[config.mk]
export PLATFORM = sky130hd
export DESIGN_NAME = ofdm_cp_strip
export DESIGN_NICKNAME = d
export VERILOG_FILES = /design/src/verilog/ofdm_rx_pkg.sv /design/src/verilog/ofdm_cp_strip.sv /design/src/verilog/cp_removal.sv /design/src/verilog/cp_len_sched.sv /design/src/verilog/axis_fifo.sv
export SDC_FILE = /design/constraint.sdc
export NUM_CORES = 1
export LEC_CHECK = 0
export ABC_AREA = 1
export BUFFER_PORTS_ARGS = -buffer_cell sky130_fd_sc_hd__clkbuf_2
export CAP_MARGIN = 15
export CORE_MARGIN = 8
export CORE_UTILIZATION = 40
export DETAILED_ROUTE_END_ITERATION = 8
export GPL_TIMING_DRIVEN = 0
export PLACE_DENSITY = 0.52
export SETUP_SLACK_MARGIN = 0.05
export SYNTH_ARGS = -nofsm -noshare
export SYNTH_HDL_FRONTEND = slang
export SYNTH_SLANG_ARGS = --single-unit
[constraint.sdc]
create_clock -name clk -period 8.6 [get_ports clk]
set_input_delay 1.72 -clock clk [delete_from_list [all_inputs] [get_ports clk]]
set_output_delay 1.72 -clock clk [all_outputs]
set_load 0.005 [all_outputs]
[src/verilog/ofdm_rx_pkg.sv]
package ofdm_rx_pkg;

  // Sample width, 16-bit I and 16-bit Q
  localparam int DATA_W = 32;

  // Prefix length width, prefixes up to 4095 samples
  localparam int CP_LEN_W = 12;

  // Symbol length width
  localparam int SYM_LEN_W = 17;

  // Counter width covers both prefix and symbol lengths
  localparam int CNT_W = (SYM_LEN_W > CP_LEN_W) ? SYM_LEN_W : CP_LEN_W;

  // Slot structure, symbol 0 carries the long prefix
  localparam int SYMS_PER_SLOT = 14;
  localparam int SYM_IDX_W     = $clog2(SYMS_PER_SLOT);

  // Queue depths
  localparam int CP_FIFO_DEPTH  = 4;
  localparam int OUT_FIFO_DEPTH = 16;

  // One prefix length
  typedef logic [CP_LEN_W-1:0] cp_len_t;

  // One sample beat with its end of symbol flag
  typedef struct packed {
    logic [DATA_W-1:0] data;
    logic              last;
  } sample_beat_t;

endpackage : ofdm_rx_pkg
[src/verilog/ofdm_cp_strip.sv]
`timescale 1ns/1ps

module ofdm_cp_strip
  import ofdm_rx_pkg::*;
(
  input  logic              clk,
  input  logic              rst,

  // Prefix settings
  input  cp_len_t           i_cp_long,
  input  cp_len_t           i_cp_short,

  // Received samples, one packet per symbol
  input  logic [DATA_W-1:0] i_data,
  input  logic              i_last,
  input  logic              i_valid,
  output logic              o_ready,

  // Stripped symbol bodies
  output logic [DATA_W-1:0] o_data,
  output logic              o_last,
  output logic              o_valid,
  input  logic              i_ready
);

  // Scheduler to length queue
  cp_len_t      sched_len;
  logic         sched_valid;
  logic         sched_ready;

  // Length queue to prefix removal
  cp_len_t      q_len;
  logic         q_valid;
  logic         q_ready;

  // Sample beats around prefix removal
  sample_beat_t in_beat;
  sample_beat_t strip_beat;
  logic         strip_valid;
  logic         strip_ready;
  sample_beat_t out_beat;

  // Pack input sample and flag
  assign in_beat.data = i_data;
  assign in_beat.last = i_last;

  cp_len_sched cp_len_sched_i (
    .clk(clk), .rst(rst),
    .i_cp_long(i_cp_long), .i_cp_short(i_cp_short),
    .o_cp_len(sched_len), .o_cp_valid(sched_valid), .i_cp_ready(sched_ready)
  );

  axis_fifo #(.DEPTH(CP_FIFO_DEPTH), .T(cp_len_t)) cp_len_q (
    .clk(clk), .rst(rst),
    .i_data(sched_len), .i_valid(sched_valid), .o_ready(sched_ready),
    .o_data(q_len), .o_valid(q_valid), .i_ready(q_ready)
  );

  cp_removal cp_removal_i (
    .clk(clk), .rst(rst),
    .i_cp_len(q_len), .i_cp_valid(q_valid), .o_cp_ready(q_ready),
    .i_data(in_beat), .i_valid(i_valid), .o_ready(o_ready),
    .o_data(strip_beat), .o_valid(strip_valid), .i_ready(strip_ready)
  );

  axis_fifo #(.DEPTH(OUT_FIFO_DEPTH), .T(sample_beat_t)) out_q (
    .clk(clk), .rst(rst),
    .i_data(strip_beat), .i_valid(strip_valid), .o_ready(strip_ready),
    .o_data(out_beat), .o_valid(o_valid), .i_ready(i_ready)
  );

  // Unpack output beat
  assign o_data = out_beat.data;
  assign o_last = out_beat.last;

endmodule : ofdm_cp_strip

[src/verilog/cp_removal.sv]
`timescale 1ns/1ps

module cp_removal
  import ofdm_rx_pkg::*;
(
  input  logic         clk,
  input  logic         rst,

  // Prefix length for the next symbol
  input  cp_len_t      i_cp_len,
  input  logic         i_cp_valid,
  output logic         o_cp_ready,

  // Received symbol stream, prefix included
  input  sample_beat_t i_data,
  input  logic         i_valid,
  output logic         o_ready,

  // Symbol bodies, one packet per symbol
  output sample_beat_t o_data,
  output logic         o_valid,
  input  logic         i_ready
);

  typedef enum logic [1:0] {
    ST_IDLE,
    ST_PREFIX,
    ST_BODY
  } state_t;

  state_t            state;
  cp_len_t           cp_len_reg;
  logic [CNT_W-1:0]  count;
  logic              in_xfer;

  assign in_xfer = i_valid && o_ready;

  always_ff @(posedge clk) begin
    // Length ready is a one-cycle pulse
    o_cp_ready <= 1'b0;

    case (state)
      // Wait for a symbol and its length, this is the bubble cycle
      ST_IDLE: begin
        count      <= CNT_W'(1);
        cp_len_reg <= i_cp_len;
        if (i_valid && i_cp_valid) begin
          o_cp_ready <= 1'b1;
          if (i_cp_len != '0) begin
            state <= ST_PREFIX;
          end else begin
            state <= ST_BODY;
          end
        end
      end

      // Discard prefix samples
      ST_PREFIX: begin
        if (in_xfer) begin
          count <= count + 1'b1;
          if (count == CNT_W'(cp_len_reg)) begin
            state <= ST_BODY;
          end
        end
      end

      // Forward up to and including the last sample
      ST_BODY: begin
        if (in_xfer && i_data.last) begin
          state <= ST_IDLE;
        end
      end

      default: begin
        state <= ST_IDLE;
      end
    endcase

    if (rst) begin
      state      <= ST_IDLE;
      o_cp_ready <= 1'b0;
    end
  end

  // Body samples pass through combinationally
  assign o_data  = i_data;
  assign o_valid = (state == ST_BODY) ? i_valid : 1'b0;

  // Prefix drains at full rate, body follows the sink
  assign o_ready = (state == ST_BODY)   ? i_ready :
                   (state == ST_PREFIX) ? 1'b1    : 1'b0;

  a_state_legal : assert property (@(posedge clk) disable iff (rst)
    state inside {ST_IDLE, ST_PREFIX, ST_BODY});

  // Prefix longer than the symbol
  a_no_last_in_prefix : assert property (@(posedge clk) disable iff (rst)
    (state == ST_PREFIX && i_valid) |-> !i_data.last);

  // Length still offered when the ready pulse arrives
  a_len_on_ready : assert property (@(posedge clk) disable iff (rst)
    o_cp_ready |-> i_cp_valid);

endmodule : cp_removal

[src/verilog/cp_len_sched.sv]
`timescale 1ns/1ps

module cp_len_sched
  import ofdm_rx_pkg::*;
(
  input  logic    clk,
  input  logic    rst,

  // Prefix settings, static outside reset
  input  cp_len_t i_cp_long,
  input  cp_len_t i_cp_short,

  // One length per symbol
  output cp_len_t o_cp_len,
  output logic    o_cp_valid,
  input  logic    i_cp_ready
);

  // Position of the next symbol within the slot
  logic [SYM_IDX_W-1:0] sym_idx;
  logic                 cp_accept;

  assign cp_accept = o_cp_valid && i_cp_ready;

  // Advance on each accepted length, wrap at slot end
  always_ff @(posedge clk) begin
    if (rst) begin
      sym_idx <= '0;
    end else if (cp_accept) begin
      if (sym_idx == SYM_IDX_W'(SYMS_PER_SLOT - 1)) begin
        sym_idx <= '0;
      end else begin
        sym_idx <= sym_idx + 1'b1;
      end
    end
  end

  // Valid is low for one cycle after reset and after each accept
  always_ff @(posedge clk) begin
    if (rst) begin
      o_cp_valid <= 1'b0;
    end else begin
      o_cp_valid <= !cp_accept;
    end
  end

  // Length is loaded in the gap cycle from the updated index
  always_ff @(posedge clk) begin
    if (!o_cp_valid) begin
      o_cp_len <= (sym_idx == '0) ? i_cp_long : i_cp_short;
    end
  end

  // Index range
  a_idx_range : assert property (@(posedge clk) disable iff (rst)
    sym_idx < SYM_IDX_W'(SYMS_PER_SLOT));

endmodule : cp_len_sched

[src/verilog/axis_fifo.sv]
`timescale 1ns/1ps

module axis_fifo #(
  parameter int  DEPTH = 4,
  parameter type T     = logic [7:0]
) (
  input  logic clk,
  input  logic rst,

  // Write side
  input  T     i_data,
  input  logic i_valid,
  output logic o_ready,

  // Read side
  output T     o_data,
  output logic o_valid,
  input  logic i_ready
);

  // Pointer and occupancy widths
  localparam int PTR_W = (DEPTH > 1) ? $clog2(DEPTH) : 1;
  localparam int OCC_W = $clog2(DEPTH + 1);

  // Circular storage
  T mem [DEPTH];

  logic [PTR_W-1:0] wr_ptr;
  logic [PTR_W-1:0] rd_ptr;
  logic [OCC_W-1:0] count;
  logic             wr_en;
  logic             rd_en;

  // Transfers on each side
  assign wr_en = i_valid && o_ready;
  assign rd_en = o_valid && i_ready;

  // Full and empty come straight from the occupancy count
  assign o_ready = (count != OCC_W'(DEPTH));
  assign o_valid = (count != '0);

  // Head of the queue
  assign o_data = mem[rd_ptr];

  always_ff @(posedge clk) begin
    if (wr_en) begin
      mem[wr_ptr] <= i_data;
    end
  end

  // Pointers wrap at DEPTH, count tracks the difference
  always_ff @(posedge clk) begin
    if (rst) begin
      wr_ptr <= '0;
      rd_ptr <= '0;
      count  <= '0;
    end else begin
      if (wr_en) begin
        wr_ptr <= (wr_ptr == PTR_W'(DEPTH - 1)) ? '0 : wr_ptr + 1'b1;
      end
      if (rd_en) begin
        rd_ptr <= (rd_ptr == PTR_W'(DEPTH - 1)) ? '0 : rd_ptr + 1'b1;
      end
      case ({wr_en, rd_en})
        2'b10:   count <= count + 1'b1;
        2'b01:   count <= count - 1'b1;
        default: count <= count;
      endcase
    end
  end

  // Occupancy bound
  a_count_max : assert property (@(posedge clk) disable iff (rst)
    count <= OCC_W'(DEPTH));

  // Head beat holds while the reader stalls
  a_hold_stalled : assert property (@(posedge clk) disable iff (rst)
    (o_valid && !i_ready) |=> (o_valid && $stable(o_data)));

endmodule : axis_fifo

Word level (Yosys, flattened, before mapping) --
Memory sizes are Yosys's and may differ from the RTL's. A register that Yosys moved wholly into a read port is not among the register bits. Cells that the tools add are included.
Word-level totals: register bits 69, bits in writable memories 576, output and inout port bits 35, word-level logic and storage cells 91, memories kept 2
Memory list:
- out_q.mem | words 16, width 33, rd ports 1, clocked after memory_dff 1, wr ports 1, line axis_fifo.sv:26 | T mem [DEPTH];
- cp_len_q.mem | words 4, width 12, rd ports 1, clocked after memory_dff 1, wr ports 1, line axis_fifo.sv:26
Cells by class: add/subtract/negate cells 10, equality and inequality tests 18, muxes and demuxes 28, bitwise operators 1, reductions and logical operators 19
Operator list (number):
- one-hot mux 17 bit (2 select lines) | 1
- two-way mux 4 bit | 5
- two-way mux 2 bit | 9
- adder 17 x 1 -> 17 bit, second input constant | 1
- equality test 17 x 12 -> 1 bit | 1
- two-way mux 17 bit | 1
- adder 4 x 1 -> 4 bit, second input constant | 3
- equality test 4 bit, second input constant | 3
- two-way mux 12 bit | 1
- nonzero test 12 bit | 1
- equality test 2 bit, second input constant | 5
- one-hot mux 5 bit (2 select lines) | 1
- two-way mux 1 bit | 8
- != test 2 x 1 -> 1 bit, second input constant | 4
- logical AND 1 bit | 7
- equality test 2 x 1 -> 1 bit, second input constant | 3
- one-hot mux 2 bit (3 select lines) | 1
- one-hot mux 3 bit (2 select lines) | 1
- nonzero test 2 bit | 3
- adder 5 x 1 -> 5 bit, second input constant | 1
- != test 5 bit, second input constant | 1
- nonzero test 5 bit | 1
- subtractor 5 x 1 -> 5 bit, second input constant | 1
- adder 2 x 1 -> 2 bit, second input constant | 2
- other kinds (11) | 11

Longest topological paths before layout --
word-level depth 7, mapped depth 14, mapped depth without buffers 14

Modules after synthesis --
From an unflattened synthesis, not the netlist that was laid out.
Unflattened totals: cell total of the unflattened synthesis 2317, area total of the unflattened synthesis 27516.4 µm²
Modules (own cells, without submodules):
- axis_fifo at out_q | instances 1, cells each 1807, area each 22442.8 µm², seq. area each 16195.5 µm²
- axis_fifo at cp_len_q | instances 1, cells each 186, area each 2285.9 µm², seq. area each 1621.6 µm²
- cp_removal | instances 1, cells each 239, area each 2009.4 µm², seq. area each 930.9 µm²
- cp_len_sched | instances 1, cells each 85, area each 778.2 µm², seq. area each 460.4 µm²

Least setup slack after synthesis --
Ideal clock, no wire load.
path kind input-to-reg, start input i_valid, end memory out_q.mem[7][0] in the netlist's numbering (enable), setup time 0.464 ns, arrival time 4.512 ns, required time 8.136 ns, setup slack 3.623 ns, stages on the path 6, buffers on the path 0, cells stage by stage inv_1 > nor2_1 > nand2_1 > inv_1 > nand2_1 > nor3_1
Between the ends: cells in the longest elaborated chain, start to end 4
RTL lines:
- from (decl) | line ofdm_cp_strip.sv:16 | input logic i_valid,
- two-way mux 1 bit | line cp_removal.sv:87 | assign o_valid = (state == ST_BODY) ? i_valid : 1'b0;
- logical AND 1 bit | line axis_fifo.sv:35 | assign wr_en = i_valid && o_ready;
- two-way mux 1 bit | line axis_fifo.sv:46 | if (wr_en) begin
- two-way mux 1 bit (implied by the code) | line axis_fifo.sv:47 | mem[wr_ptr] <= i_data;
- to (decl) | line axis_fifo.sv:26
No other way between the ends.

==> summary.md <==
| Metric | Value |
|---|---|
| Status | `completed` |
| RSZ-0062 raised after global routing | `false` |
| Clock Tree Root | `clkbuf_16` |
| Initial antenna violation count | `3` |
| Die Width | `275 um` |
| Critical setup path kind | `reg2out` |
| Drt drc | `0` |
| CTS sink count | `651` |
| Largest Register | `out_q.mem` |
| Placed wire-length estimate | `47100 um` |
| Worst endpoint required time | `6.88 ns` |
| GPL Wtd Cong | `0.771` |
| Syn_nets | `2066` |
| Top-count cell post-synth | `edfxtp_1` |
| Distinct cells, synth | `37` |
| Largest registers | `out_q.mem: 528 flops, cp_len_q.mem: 48 flops, cp_removal_i.count: 17 flops` |
| Die Area | `75500 um^2` |
| H-tree level count | `3` |
| Slew headroom | `22.6%` |
| Hold_buf cts | `0` |
| Gr ovfl total | `0` |
| First-pass GRT wire length | `105000 um` |
| Max reg flops | `528` |
| Top cells by area, synth | `edfxtp_1 69%, mux2i_1 4.9%, o211ai_1 3.7%` |
| Post-Syn Instances | `1988` |
| Row count | `95` |
| Final setup fails | `0` |
| Lkg Pwr | `0.0109 uW` |
| Mapped Area | `26800 um^2` |
| Core area | `66700 um^2` |
| Synthesized flop and latch total | `651` |
| Biggest area consumer among synthesized cells | `edfxtp_1` |
| NumNets Final | `2261` |
| Number of buffers created by CTS | `73` |
| Filler Cell Count | `5904` |
| GR Util All Layers | `18.8%` |
| Post-synth EDFFs | `617` |
| Commonest cells post-synth | `617 x edfxtp_1, 219 x inv_1, 188 x nand2_1` |
| Clock transition at the registers of the reported paths | `0.06 ns` |
| P&R area growth vs syn | `16.5%` |
| CP Capture Type | `output port` |
| Final WL | `71200 um` |
| Main synth FF type | `edfxtp_1` |
| Crit start category | `flip-flop` |
| Yosys warns | `0` |
| DR WL/cell | `22.9 um` |
| Vias after detailed routing | `16400` |
| Critical path arrival | `3.05 ns` |
| PostCTS Resize Cnt | `0` |
| Largest fanout on the critical path | `10` |
| Post-CTS Setup Inserts | `0` |
| Max-cap violation count | `0` |
| Asr flop ratio synth | `0%` |
| HP Class | `reg2reg` |
| DRT Pass-1 Iters | `6` |
| Starting density of the core | `40.2%` |
| Max Root-Sink Buffers | `3` |
| Die span in y | `275 um` |
| Average cell area after synthesis | `13.5 um^2` |
| Largest net degree at the start of global routing | `23` |
| Pwr dens | `283 nW/um^2` |
| # IOs | `96` |
| Final Slew Violations | `0` |
| Post-synthesis sequential area ratio | `71.7%` |
| Final Critical Period | `4.77 ns` |
| Setup_tns | `0 ns` |
| Worst slew pin tran | `1.16 ns` |
| Peak Freq | `0.210 GHz` |
| Routed vias/inst | `5.26` |
| Fin crit share | `55.4%` |
| Worst VDD drop | `0.000136 V` |
| TritonCTS clock tree | `done` |
| Iter 0 DRT Violations | `1243` |
| Worst clock skew | `0.0158 ns` |
| ANT nets after route | `0` |
| Layout cells sized above 1 | `13.4%` |
| Fin. Hold Viols | `0` |
| IO buf count | `95` |
| Power Total | `8830 uW` |
| Ant diodes | `0` |
| Vias in the first global route | `16400` |
| Top-area cell type share of the netlist area | `69.2%` |
| Clock latency at the later pin of the worst-skew pair | `0.61 ns` |
-- routing by layer --
layer	track usage, %	vias to the layer above	wire length (um)	part of all wire, %
met1	24.6	8113	30600	43
met3	3.68	121	4400	6.2
met4	5.85	4	1720	2.4
li1	-	7640	-	-
met5	0	-	27	0.038
met2	31.5	489	34400	48
-- cell families after synthesis --
group	Yosys count	synth area share, %
DFF	651	71.7
AOI/OAI and AO/OA	478	10.2
xor gates and xnor gates	8	0.262
adders and majority gates	17	0.822
buffers and inverters	328	5.84
muxes	144	5.44
and+or+nand+nor	362	5.69
-- final timing paths --
kind,startpoint,to,slack [ns],cells past startpoint
setup reg to reg,out_q.count[0]$_SDFFE_PP0P_,out_q.mem[7][29]$_DFFE_PP_,5.87,8
hold reg to reg,cp_len_q.count[0]$_SDFFE_PP0P_,cp_len_q.count[0]$_SDFFE_PP0P_,0.46,1
hold / removal,cp_len_q.count[0]$_SDFFE_PP0P_,cp_len_q.count[0]$_SDFFE_PP0P_,0.46,1
setup / recovery,flip-flop,o_data[30],3.83,9
-- through the flow --
step | setup slack, ns | std cells | hold WS (ns) | util, % | instance area (um^2)
CTS | 3.85 | 3113 | 0.464 | 46.8 | 31200
detailed placement | 4.47 | 2981 | 0.453 | 43.4 | 28900
finish | 3.83 | 3113 | 0.462 | 46.8 | 31200
global placement | 0.268 | 2956 | 0.438 | 42.5 | 28400
floorplan | 3.62 | 1988 | 0.422 | - | 26800
global route | 3.74 | 3113 | 0.505 | 46.8 | 31200
-- layout by cell type (no fill, tap or decap), types with 5 or more instances in the layout --
| cell type | count |
|---|---|
| a21oi_1 | 164 |
| buf_1 | 8 |
| buf_12 | 18 |
| buf_16 | 6 |
| buf_2 | 14 |
| buf_6 | 25 |
| buf_8 | 6 |
| bufinv_16 | 5 |
| clkbuf_1 | 73 |
| clkbuf_16 | 73 |
| clkbuf_2 | 95 |
| clkinv_1 | 14 |
| clkinv_2 | 12 |
| dfxtp_1 | 34 |
| edfxtp_1 | 617 |
| ha_1 | 16 |
| inv_1 | 218 |
| mux2_2 | 12 |
| mux2i_1 | 132 |
| nand2_1 | 188 |
| nand3_1 | 89 |
| nand4_1 | 7 |
| nor2_1 | 49 |
| nor2_4 | 14 |
| o211ai_1 | 132 |
| o21ai_0 | 162 |
| o21ai_1 | 12 |
| xor2_1 | 7 |
-- area by class of cell --
type | instances | area, um^2 | area share, %
clock inverters | 37 | 350 | 1.12
flip-flops and latches | 651 | 19200 | 61.5
clock buffers | 95 | 1920 | 6.15
well taps | 873 | 1090 | 3.50
multi-input cells | 1009 | 6120 | 19.6
plain buffers | 106 | 732 | 2.35
inverters | 222 | 833 | 2.67
repair buffers | 120 | 951 | 3.05
-- critical path, cell delays in order (launching register included) --
cell      delay (ns)
dfxtp_1         0.30
buf_2           0.21
buf_2           0.38
clkbuf_1        0.78
a21oi_1         0.07
o21ai_0         0.12
o211ai_1        0.12
nand3_1         0.15
nand2_1         0.16
clkbuf_2        0.15
-- power by group --
| part | leakage, uW | internal, uW | total (uW) | switching [uW] |
|---|---|---|---|---|
| combinational | 0.00391 | 785 | 2220 | 1430 |
| clock | 0.00111 | 1730 | 2990 | 1260 |
| sequential | 0.00590 | 3570 | 3630 | 59.0 |
| total | 0.0109 | 6090 | 8830 | 2750 |
No activity file was read; power rests on OpenSTA's default activity.
